==> config.mk <==
export PLATFORM = sky130hd
export DESIGN_NAME = eth_tx_regs
export DESIGN_NICKNAME = d
export VERILOG_FILES = /design/src/eth_tx_pkg.sv /design/src/eth_tx_regs.sv
export SDC_FILE = /design/constraint.sdc
export NUM_CORES = 1
export LEC_CHECK = 0
export ABC_AREA = 1
export BUFFER_PORTS_ARGS = -buffer_cell sky130_fd_sc_hd__clkbuf_2
export CORE_UTILIZATION = 51
export CTS_CLUSTER_SIZE = 14
export DETAILED_ROUTE_END_ITERATION = 10
export PLACE_DENSITY = 0.9
export SKIP_LAST_GASP = 1
export SYNTH_ARGS = -nofsm -noshare
export SYNTH_HDL_FRONTEND = slang
export SYNTH_SLANG_ARGS = --single-unit
==> constraint.sdc <==
create_clock -name clk -period 2.02 [get_ports clk]
set_clock_uncertainty 0.15 [all_clocks]
set_input_delay 0.101 -clock clk [delete_from_list [all_inputs] [get_ports clk]]
set_output_delay 0.101 -clock clk [all_outputs]
set_load 0.02 [all_outputs]
==> src/eth_tx_pkg.sv <==
`default_nettype none

package eth_tx_pkg;

    // peer frame sources feeding the arbiter
    localparam int NUM_SRC = 2;
    localparam int SRC_W = (NUM_SRC > 1) ? $clog2(NUM_SRC) : 1;

    // dest mac + src mac + ethertype
    localparam int HDR_BYTES = 14;
    localparam int HDR_PTR_W = $clog2(HDR_BYTES);

    // apb register byte addresses
    localparam logic [3:0] REG_MAC_LO = 4'h0;
    localparam logic [3:0] REG_MAC_HI = 4'h4;
    localparam logic [3:0] REG_CTRL   = 4'h8;
    localparam logic [3:0] REG_FRAMES = 4'hC;

    // source mac is not part of this, it comes from the registers
    typedef struct packed {
        logic [47:0] dest_mac;
        logic [15:0] eth_type;
    } eth_hdr_t;

    // one stream beat, user flags a bad frame
    typedef struct packed {
        logic [7:0] data;
        logic       last;
        logic       user;
    } axis_byte_t;

    typedef struct packed {
        logic        sel;
        logic        enable;
        logic        write;
        logic [3:0]  addr;
        logic [31:0] wdata;
    } apb_req_t;

    typedef struct packed {
        logic [31:0] rdata;
        logic        ready;
        logic        slverr;
    } apb_rsp_t;

endpackage

`default_nettype wire
==> src/eth_tx_regs.sv <==
`timescale 1ns/1ps
`default_nettype none

module eth_tx_regs (
    input  wire                       clk,
    input  wire                       rst,
    input  wire eth_tx_pkg::apb_req_t apb_req,
    output eth_tx_pkg::apb_rsp_t      apb_rsp,
    input  wire                       frame_done,
    output logic [47:0]               src_mac,
    output logic                      tx_enable
);

    import eth_tx_pkg::*;

    logic [31:0] mac_lo_q;
    logic [15:0] mac_hi_q;
    logic        enable_q;
    logic [31:0] frames_q;
    logic        access;
    logic        addr_ok;
    logic        wr_en;
    logic [31:0] rdata;

    // no wait states, every access phase completes
    assign access = apb_req.sel && apb_req.enable;
    assign wr_en  = access && apb_req.write && addr_ok;

    always_comb begin
        addr_ok = 1'b1;
        case (apb_req.addr)
            REG_MAC_LO: rdata = mac_lo_q;
            REG_MAC_HI: rdata = {16'h0, mac_hi_q};
            REG_CTRL:   rdata = {31'h0, enable_q};
            REG_FRAMES: rdata = frames_q;
            default: begin
                rdata   = '0;
                addr_ok = 1'b0;
            end
        endcase
    end

    always_comb begin
        apb_rsp.rdata  = rdata;
        apb_rsp.ready  = access;
        apb_rsp.slverr = access && !addr_ok;
    end

    assign src_mac   = {mac_hi_q, mac_lo_q};
    assign tx_enable = enable_q;

    always_ff @(posedge clk) begin
        if (rst) begin
            mac_lo_q <= '0;
            mac_hi_q <= '0;
            enable_q <= 1'b0;
            frames_q <= '0;
        end else begin
            if (wr_en) begin
                case (apb_req.addr)
                    REG_MAC_LO: mac_lo_q <= apb_req.wdata;
                    REG_MAC_HI: mac_hi_q <= apb_req.wdata[15:0];
                    REG_CTRL:   enable_q <= apb_req.wdata[0];
                    // frame counter is read only
                    default: ;
                endcase
            end
            // wraps at 32 bits
            if (frame_done) begin
                frames_q <= frames_q + 32'd1;
            end
        end
    end

endmodule

`default_nettype wire

==> run_results.csv <==
group,metric,value,unit
synthesis,syn-cell-area,4013,µm²
die,num_io_pins,125,
synthesis,syn_nets,640,
timing,worst_slew_pin_slew,1.105,ns
die,core,7447,µm²
synthesis,synth_top_area_cell,"dfxtp_1",
finish,mostFrequentLayoutCell,"nor2_1",
die,die_h,90.70,µm
routing,via_per_inst,5.516,
setup_path,path_class,"reg2reg",
cts,insertion_delay,0.37,ns
setup_path,crit_path_end_kind,"register",
finish,final_cell_mix,"nor2_1 (155), clkbuf_2 (124), nand2_1 (112), dfxtp_1 (81), o21ai_0 (60)",
grt,grt.total_usage,0.3218,
grt,antenna_found_initial,0,
timing,hold_viol_final,0,
finish,nets,791,
timing,post-route-period-util,0.8714,
cts,cts_tree,"built",
cts,post_cts_resized,0,
min_path,hold_path_class,"in2reg",
timing,min_period,1.760,ns
timing,clock.fmax,568.1,MHz
synthesis,syn_inst,597,
placed_design,dpl-instance-area,4679,µm²
power,p_per_area,599.2,nW/µm²
die,dieWidth,90.70,µm
timing,setup_viol_count_final,0,
placed_design,routabilityCongestion,0.9619,
cts,clk_pin_slew,0.09,ns
synthesis,syn-mean-instance-area,6.721,µm²
die,die_area,8226,µm²
routing,wirelength,12.96,mm
grt,first_global_vias,4472,
die,rows,31,
synthesis,synth_top_family_by_area,"simple AND/OR/NAND/NOR gates",
cts,clockBufferDepth,2,
die,start_util,0.5388,
setup_path,cp_data_arrival_time,1.90,ns
job,cap_violations,0,
cts,cts_num_sinks,81,
cts,cts_made_buffers,9,
synthesis,synth.area.top_cells,"dfxtp_1 (40%), nor2_1 (14%), nand2_1 (10%)",
synthesis,yosysWarnings,0,
setup_path,worstPathMaxFanout,5,
synthesis,postSynthRegisterBits,81,
cts,root_buffer,"clkbuf_8",
placed_design,port_buffers,124,
power,leakage,2.306,nW
outcome,status,"finished, final reports clean",
routing,wl_per_cell,15.21,µm
placed_design,dp_hpwl,8.817,mm
finish,area_delta_synth_final,30.43,%
synthesis,synthSimpleGateAreaFrac,0.3829,
synthesis,synthXorXnorAreaFrac,0,
grt,grt_overflow,0,
synthesis,synthMuxAreaShare,0,
cts,post_cts_buffers,0,
routing,drtIter0Drc,459,
routing,dr_total_vias,4700,
routing,dr.pass1.iters,5,
finish,antenna_cells,0,
grt,grt_first_pass_wirelength,21.20,mm
timing,drv_slew,0,
synthesis,synthAdderAreaFrac,0.003118,
synthesis,synth_top_area_share,0.4041,
cts,htreeDepth,3,
finish,design_area,5234,µm²
routing,ant_nets,0,
timing,setup-tns-final,0,ns
synthesis,ys_seq_area_frac,0.4041,
grt,grt_max_degree,43,
synthesis,synth_compound_area_frac,0.1413,
setup_path,required,2.16,ns
cts,hold_buffers,34,
routing,drc_errors,0,
setup_path,start_kind,"register",
finish,drive_gt1_frac,0.2430,
power,irDropWorstVdd,0.4459,mV
synthesis,yosysUniqueCellTypes,29,
timing,rsz0062_at_grt,"false",
timing,slew_headroom,0.2622,
## report_power, final
group	internal [mW]	leakage [nW]	switching [mW]
logic	0.0999	1.55	0.123
registers	1.61	0.653	0.0125
clock network	0.645	0.102	0.649
## sequential cells by signal, summed over array words and instances, names as in the netlist
register and count:
frames_q 32, mac_hi_q 16, tx_enable 1, mac_lo_q 32
## cells by family after synthesis
family / after synthesis
and+or+nand+nor: 351
AOI/OAI and AO/OA: 100
DFF: 81
buffers and inverters: 64
adders and majority gates: 1
## layout make-up
class	instances	area, µm²
fill	568	2213
multi-input combinational	452	2116
sequential	81	1622
timing repair buffer	164	1006
inverter	40	152.6
clock buffer	11	151.4
tap	99	123.9
clock inverter	5	62.56
## worst max-delay path, stage by stage, from the launching register on
cell	delay [ns]
dfxtp_1	0.44
ha_1	0.25
inv_1	0.08
nor2_1	0.15
nand3_2	0.15
nor2_2	0.16
nand2_1	0.09
nand2_1	0.06
nand2_1	0.04
nor2_1	0.12
## synthesized netlist by cell type, drive strengths merged
cell     count
nor2       177
nand2      118
dfxtp       81
o21ai       65
inv         40
nand3       29
buf         19
nor3        17
a21oi       14
o211ai      10
a22o         8
nand4        8
clkbuf       5
a211oi       1
a32o         1
and2         1
ha           1
nor3b        1
o2111ai      1
## through the flow
stage	setup WS, ns	util	power [mW]	cells	hold WS (ns)
2_1_floorplan	0.5682	-	1.740	597	0.02947
3_3_place_gp	0.3202	0.6284	1.814	802	0.1747
3_5_place_dp	0.2031	0.6284	1.820	802	0.1830
4_1_cts	0.2841	0.7028	3.111	852	0.002812
5_1_grt	0.1301	0.7028	3.209	852	0.03003
6_report	0.2598	0.7028	3.136	852	0.0001514
## layer usage
metal / track usage / vias to the layer above / wire (µm)
li1: - / 2231 / -
met5: 0 / - / 0
met4: 0.1841 / 0 / 470
met3: 0.05976 / 48 / 1193
met1: 0.3987 / 2122 / 5171
met2: 0.5221 / 299 / 6128
## final timing paths
path | end | startpoint | depth (start not counted) | slack, ns
hold reg to reg | frames_q[10]$_SDFFE_PP0P_ | frames_q[10]$_SDFFE_PP0P_ | 1 | 0.38
setup reg to reg | frames_q[28]$_SDFFE_PP0P_ | frames_q[1]$_SDFFE_PP0P_ | 9 | 0.26
hold / removal | tx_enable$_SDFFE_PP0P_ | apb_req[32] | 5 | 0.0002
setup / recovery | frames_q[28]$_SDFFE_PP0P_ | frames_q[1]$_SDFFE_PP0P_ | 9 | 0.26
Note: power is estimated with default switching activity, not from simulation.
