### src/eth_tx_pkg.sv
`default_nettype none

package eth_tx_pkg;

    // peer frame sources feeding the arbiter
    localparam int NUM_SRC = 2;
    localparam int SRC_W = (NUM_SRC > 1) ? $clog2(NUM_SRC) : 1;

    // dest mac + src mac + ethertype
    localparam int HDR_BYTES = 14;
    localparam int HDR_PTR_W = $clog2(HDR_BYTES);

    // apb register byte addresses
    localparam logic [3:0] REG_MAC_LO = 4'h0;
    localparam logic [3:0] REG_MAC_HI = 4'h4;
    localparam logic [3:0] REG_CTRL   = 4'h8;
    localparam logic [3:0] REG_FRAMES = 4'hC;

    // source mac is not part of this, it comes from the registers
    typedef struct packed {
        logic [47:0] dest_mac;
        logic [15:0] eth_type;
    } eth_hdr_t;

    // one stream beat, user flags a bad frame
    typedef struct packed {
        logic [7:0] data;
        logic       last;
        logic       user;
    } axis_byte_t;

    typedef struct packed {
        logic        sel;
        logic        enable;
        logic        write;
        logic [3:0]  addr;
        logic [31:0] wdata;
    } apb_req_t;

    typedef struct packed {
        logic [31:0] rdata;
        logic        ready;
        logic        slverr;
    } apb_rsp_t;

endpackage

`default_nettype wire
### src/eth_axis_tx.sv
`timescale 1ns/1ps
`default_nettype none

module eth_axis_tx (
    input  wire                         clk,
    input  wire                         rst,
    input  wire [47:0]                  src_mac,
    input  wire eth_tx_pkg::eth_hdr_t   hdr,
    input  wire                         hdr_valid,
    output logic                        hdr_ready,
    input  wire eth_tx_pkg::axis_byte_t beat,
    input  wire                         beat_valid,
    output logic                        beat_ready,
    output eth_tx_pkg::axis_byte_t      m_beat,
    output logic                        m_valid,
    input  wire                         m_ready,
    output logic                        frame_done,
    output logic                        busy
);

    import eth_tx_pkg::*;

    typedef enum logic [1:0] {
        ST_IDLE,
        ST_HEADER,
        ST_PAYLOAD
    } state_t;

    state_t                 state_q;
    state_t                 state_d;
    logic [HDR_PTR_W-1:0]   ptr_q;
    logic [HDR_PTR_W-1:0]   ptr_d;
    logic                   hdr_ready_q;
    logic                   hdr_ready_d;
    logic                   store_hdr;

    // latched header fields
    eth_hdr_t               hdr_q;
    logic [47:0]            src_mac_q;
    logic [HDR_BYTES-1:0][7:0] hdr_bytes;

    // feed into the output slice
    axis_byte_t             int_beat;
    logic                   int_valid;
    logic                   int_ready;
    logic                   beat_xfer;

    // wire order, byte 13 goes out first
    assign hdr_bytes = {hdr_q.dest_mac, src_mac_q, hdr_q.eth_type};

    assign hdr_ready  = hdr_ready_q;
    assign beat_ready = (state_q == ST_PAYLOAD) && int_ready;
    assign beat_xfer  = beat_valid && beat_ready;

    always_comb begin
        state_d     = state_q;
        ptr_d       = ptr_q;
        hdr_ready_d = 1'b0;
        store_hdr   = 1'b0;
        int_beat    = '0;
        int_valid   = 1'b0;
        case (state_q)
            ST_IDLE: begin
                ptr_d       = '0;
                hdr_ready_d = 1'b1;
                if (hdr_valid && hdr_ready_q) begin
                    store_hdr   = 1'b1;
                    hdr_ready_d = 1'b0;
                    state_d     = ST_HEADER;
                end
            end
            ST_HEADER: begin
                int_valid     = 1'b1;
                int_beat.data = hdr_bytes[HDR_BYTES - 1 - int'(ptr_q)];
                if (int_ready) begin
                    ptr_d = ptr_q + 1'b1;
                    if (ptr_q == HDR_PTR_W'(HDR_BYTES - 1)) begin
                        state_d = ST_PAYLOAD;
                    end
                end
            end
            ST_PAYLOAD: begin
                // pass through, last and user included
                int_valid = beat_valid;
                int_beat  = beat;
                if (beat_xfer && beat.last) begin
                    hdr_ready_d = 1'b1;
                    state_d     = ST_IDLE;
                end
            end
            default: begin
                state_d = ST_IDLE;
            end
        endcase
    end

    always_ff @(posedge clk) begin
        if (rst) begin
            state_q     <= ST_IDLE;
            ptr_q       <= '0;
            hdr_ready_q <= 1'b0;
            frame_done  <= 1'b0;
            busy        <= 1'b0;
        end else begin
            state_q     <= state_d;
            ptr_q       <= ptr_d;
            hdr_ready_q <= hdr_ready_d;
            frame_done  <= beat_xfer && beat.last;
            busy        <= state_d != ST_IDLE;
        end
    end

    always_ff @(posedge clk) begin
        if (store_hdr) begin
            hdr_q     <= hdr;
            src_mac_q <= src_mac;
        end
    end

    eth_skid_buf #(
        .beat_t(axis_byte_t)
    ) out_buf_i (
        .clk       (clk),
        .rst       (rst),
        .in_beat   (int_beat),
        .in_valid  (int_valid),
        .in_ready  (int_ready),
        .out_beat  (m_beat),
        .out_valid (m_valid),
        .out_ready (m_ready)
    );

endmodule

`default_nettype wire

### src/eth_skid_buf.sv
`timescale 1ns/1ps
`default_nettype none

module eth_skid_buf #(
    parameter type beat_t = logic [7:0]
) (
    input  wire        clk,
    input  wire        rst,
    input  wire beat_t in_beat,
    input  wire        in_valid,
    output logic       in_ready,
    output beat_t      out_beat,
    output logic       out_valid,
    input  wire        out_ready
);

    beat_t out_q;
    beat_t tmp_q;
    logic  out_valid_q;
    logic  out_valid_d;
    logic  tmp_valid_q;
    logic  tmp_valid_d;
    logic  ready_q;
    logic  ready_early;
    logic  load_out;
    logic  load_tmp;
    logic  tmp_to_out;

    assign in_ready  = ready_q;
    assign out_beat  = out_q;
    assign out_valid = out_valid_q;

    // ready next cycle unless the temp slot could fill up
    assign ready_early = out_ready || (!tmp_valid_q && (!out_valid_q || !in_valid));

    always_comb begin
        out_valid_d = out_valid_q;
        tmp_valid_d = tmp_valid_q;
        load_out    = 1'b0;
        load_tmp    = 1'b0;
        tmp_to_out  = 1'b0;
        if (ready_q) begin
            if (out_ready || !out_valid_q) begin
                out_valid_d = in_valid;
                load_out    = 1'b1;
            end else begin
                // output stalled, park the beat
                tmp_valid_d = in_valid;
                load_tmp    = 1'b1;
            end
        end else if (out_ready) begin
            out_valid_d = tmp_valid_q;
            tmp_valid_d = 1'b0;
            tmp_to_out  = 1'b1;
        end
    end

    always_ff @(posedge clk) begin
        if (rst) begin
            out_valid_q <= 1'b0;
            tmp_valid_q <= 1'b0;
            ready_q     <= 1'b0;
        end else begin
            out_valid_q <= out_valid_d;
            tmp_valid_q <= tmp_valid_d;
            ready_q     <= ready_early;
        end
    end

    // payload regs
    always_ff @(posedge clk) begin
        if (load_out) begin
            out_q <= in_beat;
        end else if (tmp_to_out) begin
            out_q <= tmp_q;
        end
        if (load_tmp) begin
            tmp_q <= in_beat;
        end
    end

endmodule

`default_nettype wire

### config.mk
export PLATFORM = sky130hd
export DESIGN_NAME = eth_axis_tx
export DESIGN_NICKNAME = d
export VERILOG_FILES = /design/src/eth_tx_pkg.sv /design/src/eth_axis_tx.sv /design/src/eth_skid_buf.sv
export SDC_FILE = /design/constraint.sdc
export NUM_CORES = 1
export LEC_CHECK = 0
export CAP_MARGIN = 20
export CORE_MARGIN = 8
export CORE_UTILIZATION = 60
export DETAILED_ROUTE_END_ITERATION = 8
export DONT_BUFFER_PORTS = 1
export PLACE_DENSITY = 0.76
export SYNTH_ARGS = -nofsm -noshare
export SYNTH_HDL_FRONTEND = slang
export SYNTH_HIERARCHICAL = 1
export SYNTH_SLANG_ARGS = --single-unit
export TNS_END_PERCENT = 20
### constraint.sdc
create_clock -name clk -period 7.3 [get_ports clk]
set_input_delay 0.73 -clock clk [delete_from_list [all_inputs] [get_ports clk]]
set_output_delay 0.73 -clock clk [all_outputs]
set_load 0.005 [all_outputs]
==> flow_summary.ini <==
[clock_tree]
post_cts_buffers = 0
cts_buffers = 17
clk_latency_ns = 0.51
cts_resized = 0
cts_hold_buf = 0
cts_buffer_depth = 2
clkSinkCount = 144
cts_max_level = 4
cts_tree = built
clkSlewWorstSetupHoldPaths_ns = 0.06
root_buffer = clkbuf_8

[drt]
highest_layer = met5
drtAntennaViolNets = 0
via_per_inst = 6.085
dr.pass1.iters = 4
wl_per_cell_um = 23.17
routed_wl_mm = 11.12
route.met2.wl_mm = 5.552
vias = 2921
drt_iter0_markers = 194
drt_drc_violations_left = 0
met3_length_mm = 1.027
wl_met1_mm = 4.381

[sta]
clock.fmax_mhz = 310.4
setup_slack_ns = 4.078
final_hold_viol_count = 0
slew_headroom_pct = 33.26
tightest_slew_ns = 1.001
setup_tns_ns = 0
setup_viol = 0
skew_ns = 0.005918
fin_crit_sh_pct = 44.13
grt_setup_unrepaired = no
fin_crit_ns = 3.222
drv_slew = 0

[worst_setup_path]
ff2ff_path_depth = 6
crit_top_cell = mux2_2
critical-path-top-delay-family = adder cells
reg2reg_from = ptr_q[1]$_SDFFE_PP0P_
cp_max_fo = 36
endpoint_kind = flop
rrSetupSlack_ns = 4.08
cp.required_ns = 7.56
r2r_end = out_buf_i/out_beat[7]$_DFFE_PP_
cp_slowest_cell = ha_1
arrival_ns = 3.48
crit_chain = inv_1 -> ha_1 -> mux2_2 -> o221ai_1 -> nand2_1 -> mux2_2
start_kind = flop
cpPeakStageDelay_ns = 0.91
critical_path_class = flop to flop
worst-path-buf-inv = 1

[pwr]
clockPowerShare_pct = 46.7
p_comb_share_pct = 2.9
power.share.sequential_pct = 50.4
p_total_mw = 1.912
p_sw_uw = 355.6
cellPowerDensity_nw_per_um2 = 291.0
leakagePower_nw = 2.237
vdd_drop_max_mv = 0.2549
swShare_pct = 18.59
internal-power_mw = 1.557

[place]
dp.final_hpwl_mm = 7.921
place_congestion = 0.7838
dp.cells = 447
portBuffers = 0
place_ws_ns = 4.005

[run]
maxCapViolations = 0

[die]
die_w_um = 114.9
rows = 36
io_pins = 142
start_util_pct = 60.94
die_h_um = 114.9
placeableCoreArea_um2 = 9639
fp.dieArea_um2 = 13210

[hold_path]
min_path_cells = 1
worstHoldEndpoint = ptr_q[1]$_SDFFE_PP0P_
worstHoldStart = rst
hold_class = input pin to flop

[grt]
grt_first_pass_wirelength_mm = 17.28
track_usage_pct = 17.99
grt_max_degree = 70
grt_overflow = 0
antenna_found_initial = 2
grt_pass1_vias = 3112

[final_layout]
final_layout_size_suffix_gt1_share_pct = 16.47
multi_input_area_um2 = 1543
area_growth_pct = 11.86
ff_latch_area_um2 = 4207
final.fill_count = 646
fin_cells = 480
final_nets = 468

[yosys]
synth.distinct_cells = 45
synth_top_area_cell = edfxtp_1
ys_ff_latch = 144
synth_top_area_share_pct = 67.48
ys.warnings.count = 6
synth.avg_cell_area_um2 = 17.91
async_reset_ff_share_pct = 0
netlist_top_cells_area = edfxtp_1 67%, mux4_1 5.4%, dfxtp_1 4.1%, mux4_2 3.1%, mux2_2 2.7%
synth_nets = 463
ys_seq_area_share_pct = 71.57
synth-edff-count = 132
syn_area_um2 = 5874
ys.flop_type = edfxtp_1
synthCells = 328

[status]
status = finished clean
-- worst max-delay path by stage --
stage,endpoint,cells past startpoint,from
after floorplan,busy$_SDFF_PP0_,4,hdr_valid
after global placement,out_buf_i/out_beat[7]$_DFFE_PP_,6,ptr_q[1]$_SDFFE_PP0P_
after detailed placement,out_buf_i/out_beat[7]$_DFFE_PP_,6,ptr_q[1]$_SDFFE_PP0P_
after CTS,out_buf_i/out_beat[7]$_DFFE_PP_,6,ptr_q[1]$_SDFFE_PP0P_
after global routing,out_buf_i/out_beat[7]$_DFFE_PP_,6,ptr_q[1]$_SDFFE_PP0P_
final,out_buf_i/out_beat[7]$_DFFE_PP_,6,ptr_q[1]$_SDFFE_PP0P_
-- Yosys cell counts (4+ instances only) --
| cell type | number |
|---|---|
| and2_1 | 7 |
| nor2_1 | 10 |
| a22oi_1 | 4 |
| o211ai_1 | 4 |
| a21oi_1 | 6 |
| nand3_1 | 5 |
| nor2b_1 | 6 |
| nand2_1 | 17 |
| dfxtp_1 | 12 |
| mux4_1 | 12 |
| o21ai_0 | 6 |
| edfxtp_1 | 132 |
| inv_1 | 8 |
| mux2_2 | 14 |
| o221ai_1 | 8 |
| buf_2 | 5 |
| mux2i_1 | 14 |
| o2bb2ai_1 | 4 |
| ha_1 | 8 |
| mux4_2 | 8 |
-- kinds of logic (layout without fill, tap and decap cells) --
group,count (synthesis),after routing,share of synthesized area (%)
and+or+nand+nor,58,58,4.920
xor gates and xnor gates,2,2,0.4261
other,0,1,0
DFF,144,144,71.57
muxes,48,48,13.50
buffers and inverters,23,41,2.258
AOI/OAI and AO/OA,45,45,5.623
adders and majority gates,8,8,1.704
-- final cells by class --
type	count	area share [%]
inverter	8	0.4570
clock inverter	12	2.894
multi-input combinational	161	23.48
clock buffer	20	6.474
antenna	1	0.03808
sequential	144	64.01
tap	133	2.532
timing repair buffer	1	0.1142
-- per-layer routing --
layer	GRT usage, %	vias up
li1	-	1338
met1	20.90	1430
met2	28.41	138
met3	7.931	13
met4	8.056	2
met5	0	-
-- power by group through the flow --
stage	registers [mW]	logic (mW)	clock network, mW
2_1_floorplan	0.977	0.0489	0
6_report	0.965	0.0552	0.893
3_3_place_gp	0.980	0.0546	0
4_1_cts	0.965	0.0564	0.908
5_1_grt	0.968	0.0608	0.953
3_5_place_dp	0.982	0.0562	0
-- stage by stage --
| stage | util, % | hold WS [ns] | area (um2) |
|---|---|---|---|
| floorplan | - | 0.4709 | 5874 |
| global placement | 61.76 | 0.4838 | 5953 |
| detailed placement | 61.76 | 0.5014 | 5953 |
| CTS | 68.15 | 0.2535 | 6569 |
| global route | 68.17 | 0.2436 | 6571 |
| finish | 68.17 | 0.2823 | 6571 |
-- flip-flops by register name, indices dropped and copies added, names as in the netlist --
register,count
busy,1
frame_done,1
hdr_bytes,64
hdr_ready,1
out_buf_i/in_ready,1
out_buf_i/out_beat,10
out_buf_i/out_valid,1
out_buf_i/tmp_q,10
out_buf_i/tmp_valid_q,1
ptr_q,4
src_mac_q,48
state_q,2
-- layout by cell type (no fill, tap or decap), drive strengths merged, types with 2 or more instances in the layout --
cell type  count
edfxtp       132
clkbuf        20
mux4          20
nand2         17
mux2i         14
mux2          14
dfxtp         12
nor2          10
inv            8
o221ai         8
ha             8
o21ai          8
and2           7
clkinv         7
a21oi          6
nor2b          6
nand3          5
bufinv         5
o2bb2ai        4
o211ai         4
a22oi          4
nand2b         3
nor3           3
nand4          2
a221oi         2
a31oi          2
and3           2
and2b          2
a21o           2
(Power assumes the default switching activity.)
