$ cat src/eth_skid_buf.sv
`timescale 1ns/1ps
`default_nettype none

module eth_skid_buf #(
    parameter type beat_t = logic [7:0]
) (
    input  wire        clk,
    input  wire        rst,
    input  wire beat_t in_beat,
    input  wire        in_valid,
    output logic       in_ready,
    output beat_t      out_beat,
    output logic       out_valid,
    input  wire        out_ready
);

    beat_t out_q;
    beat_t tmp_q;
    logic  out_valid_q;
    logic  out_valid_d;
    logic  tmp_valid_q;
    logic  tmp_valid_d;
    logic  ready_q;
    logic  ready_early;
    logic  load_out;
    logic  load_tmp;
    logic  tmp_to_out;

    assign in_ready  = ready_q;
    assign out_beat  = out_q;
    assign out_valid = out_valid_q;

    // ready next cycle unless the temp slot could fill up
    assign ready_early = out_ready || (!tmp_valid_q && (!out_valid_q || !in_valid));

    always_comb begin
        out_valid_d = out_valid_q;
        tmp_valid_d = tmp_valid_q;
        load_out    = 1'b0;
        load_tmp    = 1'b0;
        tmp_to_out  = 1'b0;
        if (ready_q) begin
            if (out_ready || !out_valid_q) begin
                out_valid_d = in_valid;
                load_out    = 1'b1;
            end else begin
                // output stalled, park the beat
                tmp_valid_d = in_valid;
                load_tmp    = 1'b1;
            end
        end else if (out_ready) begin
            out_valid_d = tmp_valid_q;
            tmp_valid_d = 1'b0;
            tmp_to_out  = 1'b1;
        end
    end

    always_ff @(posedge clk) begin
        if (rst) begin
            out_valid_q <= 1'b0;
            tmp_valid_q <= 1'b0;
            ready_q     <= 1'b0;
        end else begin
            out_valid_q <= out_valid_d;
            tmp_valid_q <= tmp_valid_d;
            ready_q     <= ready_early;
        end
    end

    // payload regs
    always_ff @(posedge clk) begin
        if (load_out) begin
            out_q <= in_beat;
        end else if (tmp_to_out) begin
            out_q <= tmp_q;
        end
        if (load_tmp) begin
            tmp_q <= in_beat;
        end
    end

endmodule

`default_nettype wire

$ cat config.mk
export PLATFORM = sky130hd
export DESIGN_NAME = eth_skid_buf
export DESIGN_NICKNAME = d
export VERILOG_FILES = /design/src/eth_skid_buf.sv
export SDC_FILE = /design/constraint.sdc
export NUM_CORES = 1
export LEC_CHECK = 0
export BUFFER_PORTS_ARGS = -buffer_cell sky130_fd_sc_hd__buf_2
export CAP_MARGIN = 20
export CORE_UTILIZATION = 51
export DETAILED_ROUTE_END_ITERATION = 10
export PLACE_DENSITY = 0.8
export SETUP_SLACK_MARGIN = 0.1
export SLEW_MARGIN = 10
export SYNTH_ARGS = -nofsm -noshare
export SYNTH_HDL_FRONTEND = slang
export SYNTH_SLANG_ARGS = --single-unit
export TNS_END_PERCENT = 100
$ cat constraint.sdc
create_clock -name clk -period 2.3 [get_ports clk]
set_clock_uncertainty 0.15 [all_clocks]
set_input_delay 0.23 -clock clk [delete_from_list [all_inputs] [get_ports clk]]
set_output_delay 0.23 -clock clk [all_outputs]
set_load 0.02 [all_outputs]
==> impl_metrics.toml, run 1 <==
[status]
status = "finished, final reports clean"

[pwr]
powerDensity_nw_per_um2 = 673
p_leak_nw = 0.374
vdd_drop_max_uv = 406
total_power_mw = 0.649

[global_route]
grt.total_usage_pct = 19.8
grt_max_degree = 11
grt_pass1_wl_mm = 1.89
antenna_found_initial = 0
grt_overflow = 0
grt_pass1_vias = 419

[worst_setup_path]
max_stage_delay_ns = 0.40
slowest_stage = "dfxtp_1"
cp.required_ns = 2.20
path_class = "reg2reg"
critPathCaptureType = "flip-flop"
critPathMaxFanout = 9
reg2reg_depth = 3
path_buf_inv = 1
crit_arrival_ns = 1.50
path_delay_family = "flip-flops"
cp-start-kind = "flip-flop"
crit_chain = "inv_1 -> o21ai_4 -> mux2_2"
critical_path_cell_count = 3

[timing]
worst_pin_slew_ns = 0.390
setup_violations = 0
finalSetupTns_ns = 0
finalCriticalPeriod_ns = 1.60
slew_headroom_pct = 74.0
fin_crit_sh_pct = 69.7
rsz0062_at_grt = "false"
final-hold-violation-count = 0
fmax_mhz = 624
slew_viol_final = 0

[die]
die_w_um = 39.7
io_pins = 22
core-area_um2 = 1320
die_area_um2 = 1570
die_height_um = 39.7
rows = 13
initial_utilization_pct = 54.9

[yosys]
yosysMostFrequentCell = "edfxtp_1"
synthDominantCellAreaShare_pct = 66.4
synth_common_cells = "16 x edfxtp_1, 8 x mux2_2, 3 x dfxtp_1, 3 x nor2_1, 2 x nor2b_1"
synth-edff-count = 16
ys_seq_area_share_pct = 74.7
ys_ff_latch = 19
synth_largest_area_cell = "edfxtp_1"
yosysWarnings = 0
syn_nets = 53
syn_inst = 41
synth_area_leaders = "edfxtp_1 66%, mux2_2 12%, dfxtp_1 8.3%"
synth_ff_type = "edfxtp_1"
netlist_area_um2 = 723
synthArstFlopShare_pct = 0
synth.avg_cell_area_um2 = 17.6
synth_cell_type_count = 14

[clock_tree]
clockBufferDepth = 2
clk_pin_slew_ns = 0.10
cts_sinks = 19
cts_setup_buffers = 0
clkLatencyLatePin_ns = 0.28
cts.htree.levels = 1
cts_made_buffers = 3
cts_resized = 0
cts_tree = "done"
cts_root_buf = "clkbuf_4"

[finish]
final_util_pct = 73.1
n_antenna_cell = 0
fin_cells = 90
fin_nets = 88
synthToLayoutAreaGrowth_pct = 33.2
finalInstanceArea_um2 = 963
layout-drive-gt1-share_pct = 44.0

[routing]
wl_per_cell_um = 13.6
dr.pass1.iters = 5
met1_length_um = 518
antenna_left = 0
dr.first_iter.drc_count = 10
routed_wl_mm = 1.23
viasPerCell = 5.08
vias = 457
wl_met3_um = 51
top_layer_used = "met4"
wl_met2_um = 652
drc = 0

[placement]
post-place-cells = 77
portBuffers = 21
gp_congestion = 0.655
placed_area_um2 = 847

[worst_hold_path]
whs_path_depth = 3
hp-class = "in2reg"

[run]
maxCapViolCount = 0
cells by family (layout without fill, tap and decap cells):
family / count (synthesis) / count (layout) / share of synthesized area, %
compound gates: 6 / 6 / 7.27
flops: 19 / 19 / 74.7
simple gates: 7 / 7 / 5.02
mux: 8 / 8 / 12.5
buf+inv: 1 / 35 / 0.519
power by group:
| part | internal (mW) | switching (mW) | total [mW] |
|---|---|---|---|
| Combinational | 0.0408 | 0.0457 | 0.0865 |
| Sequential | 0.392 | 0.00680 | 0.399 |
| Clock | 0.0673 | 0.0959 | 0.163 |
tightest hold or removal path, stage by stage:
cell	delay [ns]
buf_2	0.10
a221oi_1	0.07
nor2_1	0.08
final timing paths:
check                                 start           to  slack (ns)
worst min register to register  tmp_valid_q  tmp_valid_q        0.37
worst max register to register    out_valid  out_beat[7]        0.70
worst min-delay path               in_valid    out_valid        0.08
worst max-delay path              out_valid  out_beat[7]        0.70
cell usage in the layout, fill, tap and decap left out:
master,n
o32ai_1,1
clkbuf_4,3
and2_1,1
mux2_2,8
buf_2,21
inv_1,1
nor2b_1,2
edfxtp_1,16
a31oi_1,1
nor2_1,3
a221oi_1,1
dlygate4sd3_1,9
a21o_1,1
o21ai_4,1
a21oi_1,1
nand2b_1,1
dfxtp_1,3
clkbuf_1,1
registers in the layout, indices dropped and copies added (netlist names):
register / count
tmp_q: 8
out_valid: 1
tmp_valid_q: 1
out_beat: 8
in_ready: 1
layer usage:
metal  global-route usage [%]  vias to the layer above
li1                         -                      226
met1                     23.3                      214
met2                     35.2                       15
met3                     3.41                        2
met4                     7.76                        0
met5                        0                        -
final cells by class:
type	instances	area [um^2]
sequential	19	541
fill	92	354
timing repair buffer	30	195
multi-input combinational	21	179
clock buffer	4	26.3
tap	15	18.8
inverter	1	3.75
per-stage QoR:
stage                     hold slack (ns)  worst slack [ns]
after floorplan                     0.152             0.681
after global placement              0.270             0.783
after detailed placement            0.272             0.723
after CTS                          0.0671             0.717
after global routing                0.106             0.638
final                              0.0785             0.697
repair_timing:
item                       CTS  global route
hold endpoints to repair    10             0
setup endpoints to repair    0             0
hold buffers                 9             0
Power figures use the tool's default switching activity.
==> run 2, diff against run 1 <==
Settings changed: CORE_UTILIZATION 51 to 43, PLACE_DENSITY 0.8 to 0.72.
Clock period 2.3 ns to 1.45 ns, I/O delays scaled along.
==> run 2 against run 1 <==
  * Clock power is 56% higher
  * Utilization fell by 2.7 points
  * Clock-buffer cell count unchanged
  * Wire length down 0.49%
  * Sequential cell count is the same
  * Critical path type unchanged
  * Largest cell class unchanged
==> impl_metrics.toml, run 2 (synthesis gave the netlist of run 1 again) <==
[timing]
slew_viol_final = 0
final-hold-violation-count = 0
hold_ws_ns = 0.104
worst_pin_slew_ns = 0.314
fmax_mhz = 718
rsz0062_at_grt = "true"
setup_violations = 0
finalCriticalPeriod_ns = 1.39
fin_crit_sh_pct = 96.1
slew_headroom_pct = 79.1

[finish]
finalInstanceArea_um2 = 1090
synthToLayoutAreaGrowth_pct = 50.2
layout-drive-gt1-share_pct = 54.2
final_common_cell = "buf_2"
fillerInstances = 112
fin_nets = 96
most-common-layout-cells = "21 x buf_2, 16 x edfxtp_1, 10 x dlygate4sd3_1"
n_antenna_cell = 0

[clock_tree]
cts_tree = "done"
cts_root_buf = "clkbuf_4"
clk_pin_slew_ns = 0.10
clockBufferDepth = 2
cts_made_buffers = 3
cts.htree.levels = 1
cts_sinks = 19
clkLatencyLatePin_ns = 0.29

[routing]
dr.first_iter.drc_count = 5
wl_per_cell_um = 12.3
top_layer_used = "met4"
vias = 502
met1_length_um = 545
wl_met2_um = 593
routed_wl_mm = 1.22
drc = 0
viasPerCell = 5.07
antenna_left = 0
dr.pass1.iters = 2
wl_met3_um = 70

[worst_setup_path]
crit_chain = "inv_4 -> o21ai_4 -> buf_6 -> mux2_4"
reg2reg_from = "out_valid"
max_stage_delay_ns = 0.37
critPathCaptureType = "flip-flop"
startpoint = "out_valid"
critPathMaxFanout = 5
cp.required_ns = 1.35
cp-start-kind = "flip-flop"
crit_arrival_ns = 1.30
path_class = "reg2reg"
slowest_stage = "dfxtp_4"

[pwr]
switching_share_pct = 22.5
power_frac_comb_pct = 16.3
powerDensity_nw_per_um2 = 976
power_frac_clock_pct = 24.0
vdd_drop_max_uv = 702
seq_power_share_pct = 59.6
switchingPower_mw = 0.238
p_int_mw = 0.821
p_leak_nw = 0.456

[placement]
placed_area_um2 = 890
gp_congestion = 0.681
portBuffers = 21

[die]
io_pins = 22
die_area_um2 = 1850
rows = 14
die_w_um = 43.0
initial_utilization_pct = 46.9
die_height_um = 43.0
core-area_um2 = 1540

[global_route]
grt_max_degree = 11
antenna_found_initial = 0
grt_pass1_wl_mm = 2.08
grt_pass1_vias = 498
grt_overflow = 0
grt.total_usage_pct = 16.0

[status]
status = "finished, final reports clean"

[worst_hold_path]
hp-class = "in2reg"
hp-start = "out_ready"

[run]
maxCapViolCount = 0
run 2: final cells by class:
type / count / area, um^2 / area share (%)
well taps: 16 / 20.0 / 1.84
multi-input cells: 21 / 219 / 20.2
inverters: 1 / 6.26 / 0.576
clock buffers: 4 / 26.3 / 2.42
repair buffers: 38 / 269 / 24.8
flip-flops and latches: 19 / 546 / 50.2
run 2: stage by stage:
step	setup WS, ns	utilization [%]	TNS (ns)	cells	total power, mW
floorplan	0.0239	-	0	41	0.717
global placement	0.0271	57.7	0	82	0.769
detailed placement	-0.00775	57.7	-0.00936	82	0.771
CTS	0.0461	69.0	0	98	1.06
global route	0.0280	70.5	0	99	1.12
finish	0.0563	70.5	0	99	1.06
run 2: worst paths after layout:
| kind | depth (start not counted) | slack (ns) | endpoint |
|---|---|---|---|
| worst max register to register | 4 | 0.06 | out_beat[7] |
| worst min register to register | 2 | 0.38 | tmp_valid_q |
| worst max-delay path | 4 | 0.06 | out_beat[7] |
| worst min-delay path | 3 | 0.10 | tmp_valid_q |
run 2: power by group through the flow:
stage / Combinational, mW / Sequential, mW / Clock, mW
floorplan: 0.0416 / 0.675 / 0
global placement: 0.125 / 0.644 / 0
detailed placement: 0.127 / 0.644 / 0
CTS: 0.166 / 0.632 / 0.266
global route: 0.185 / 0.636 / 0.296
finish: 0.173 / 0.632 / 0.255
run 2: what timing repair did:
action / in CTS / in global routing
buffers inserted: 2 / 1
hold endpoints to repair: 11 / 0
hold buffers: 10 / 0
pin swaps: 1 / 1
setup endpoints to repair: 13 / 16
resized for setup: 9 / 4
run 2: worst max-delay path, delay by kind of cell, from the launching register on:
| kind | cells | cell delay, ns |
|---|---|---|
| flip-flops | 1 | 0.37 |
| multiplexers | 1 | 0.30 |
| buffers and inverters | 2 | 0.20 |
| AO/OA/AOI/OAI | 1 | 0.14 |
run 2: routing by layer:
layer | up-vias | global-route usage [%]
met5 | - | 0
met4 | 0 | 7.27
met3 | 2 | 6.38
met2 | 20 | 23.3
met1 | 239 | 20.9
li1 | 241 | -
==> run 3, diff against run 2 <==
Settings changed: CAP_MARGIN 20 to 10, PLACE_DENSITY 0.72 to 0.71.
==> run 3 against run 2 <==
  * Hold slack barely moved
  * Largest cell class unchanged
  * Utilization rose by 1.8 points
  * Largest power group unchanged
  * Sequential power barely moved
  * Critical endpoint unchanged
  * Critical path depth did not move
  * Combinational power rose by 9%
  * Clock-buffer cell count fell by 1
  * Critical path type unchanged
  * Sequential share of layout area fell by 1.2 points
==> impl_metrics.toml, run 3 (synthesis gave the netlist of run 1 again) <==
[routing]
routed_wl_mm = 1.37
wl_met2_um = 745
antenna_left = 0
top_layer_used = "met4"
met1_length_um = 575
dr.first_iter.drc_count = 12
wl_met3_um = 44
dr.pass1.iters = 2
drc = 0
wl_per_cell_um = 14.0
viasPerCell = 5.13
vias = 503

[pwr]
vdd_drop_max_uv = 725
p_leak_nw = 0.462
powerDensity_nw_per_um2 = 977
total_power_mw = 1.09

[run]
maxCapViolCount = 0

[die]
core-area_um2 = 1540
rows = 14
io_pins = 22
die_w_um = 43.0
die_height_um = 43.0
initial_utilization_pct = 46.9
die_area_um2 = 1850

[timing]
final-hold-violation-count = 0
rsz0062_at_grt = "true"
fin_crit_sh_pct = 99.8
slew_headroom_pct = 77.4
slew_viol_final = 0
finalCriticalPeriod_ns = 1.45
setup_violations = 0
worst_pin_slew_ns = 0.339
fmax_mhz = 691

[status]
status = "finished, final reports clean"

[placement]
hpwl_um = 754
portBuffers = 21
post-place-cells = 81
gp_congestion = 0.695

[worst_setup_path]
path_class = "reg2reg"
reg2reg_from = "out_valid"
timing.rr.end = "out_beat[7]"
critPathCaptureType = "flip-flop"
cp-start-kind = "flip-flop"
reg2reg_depth = 4
crit_arrival_ns = 1.35
cp.required_ns = 1.36
r2r_slack_ns = 0.004
critPathMaxFanout = 4

[global_route]
grt_pass1_wl_mm = 1.98
antenna_found_initial = 0
grt.total_usage_pct = 14.5
grt_overflow = 0
grt_max_degree = 13
grt_pass1_vias = 478

[finish]
layout-drive-gt1-share_pct = 54.9
most-common-layout-cells = "21 x buf_2, 16 x edfxtp_1, 10 x dlygate4sd3_1"
fin_cells = 98
synthToLayoutAreaGrowth_pct = 54.0
n_antenna_cell = 0
fin_nets = 95
final_common_cell = "buf_2"

[clock_tree]
cts_root_buf = "clkbuf_4"
clkLatencyLatePin_ns = 0.29
clockBufferDepth = 2
cts_sinks = 19
cts_made_buffers = 3
cts.htree.levels = 1
clk_pin_slew_ns = 0.11
cts_tree = "done"

[worst_hold_path]
hp-class = "in2reg"
hold_end = "tmp_valid_q"
hp-start = "out_ready"
whs_path_depth = 3
## run 3: changes by cell type in the layout (fill, tap and decap cells not counted)
cell	change
buf_4	-1
clkbuf_1	-1
clkinvlp_4	+1
clkbuf_16	+1
buf_12	+2
buf_6	-3
## run 3: area by class of cell
| type | count | area, um^2 |
|---|---|---|
| clock buffer | 3 | 22.5 |
| inverter | 1 | 6.26 |
| sequential | 19 | 546 |
| multi-input combinational | 21 | 219 |
| fill | 105 | 428 |
| tap | 16 | 20.0 |
| timing repair buffer | 37 | 293 |
| clock inverter | 1 | 7.51 |
## run 3: repair_timing
item / in CTS / in global routing
gates cloned: 0 / 1
hold buffers: 10 / 0
setup endpoints to repair: 16 / 16
buffers inserted: 1 / 1
resized for setup: 2 / 8
hold endpoints to repair: 11 / 0
pin swaps: 1 / 1
## run 3: per-layer routing
metal / vias up / global-route usage (%)
li1: 244 / -
met1: 242 / 15.6
met2: 15 / 28.2
met3: 2 / 2.98
met4: 0 / 3.64
met5: - / 0
## run 3: power breakdown
part	total (mW)	internal (mW)	leakage, nW	switching [mW]
combinational	0.188	0.102	0.270	0.0851
clock	0.269	0.105	0.0139	0.164
sequential	0.632	0.621	0.179	0.0101
## run 3: worst max-delay path by stage
| stage | slack, ns | cells after the start | to | from |
|---|---|---|---|---|
| 6_report | 0.004 | 4 | out_beat[7] | out_valid |
| 5_1_grt | 0.003 | 4 | out_beat[7] | out_valid |
| 3_3_place_gp | 0.02 | 3 | out_beat[0] | out_valid |
| 3_5_place_dp | -0.01 | 3 | out_beat[4] | out_valid |
| 2_1_floorplan | 0.02 | 3 | out_beat[0] | out_valid |
| 4_1_cts | 0.03 | 4 | out_beat[4] | out_valid |
## run 3: critical path, cell delays in order (launching register included)
cell and delay, ns:
dfxtp_4 0.37, inv_4 0.04, o21ai_4 0.18, clkbuf_16 0.18, mux2_4 0.29
## run 3: stage by stage
step	setup WS [ns]	hold WS (ns)	cell area, um^2	setup TNS, ns	utilization (%)
finish	0.00356	0.104	1110	0	72.2
global route	0.00339	0.115	1110	0	72.2
CTS	0.0349	0.0824	1050	0	68.1
detailed placement	-0.00962	0.188	895	-0.00962	58.0
global placement	0.0220	0.189	895	0	58.0
floorplan	0.0239	0.0577	734	0	-
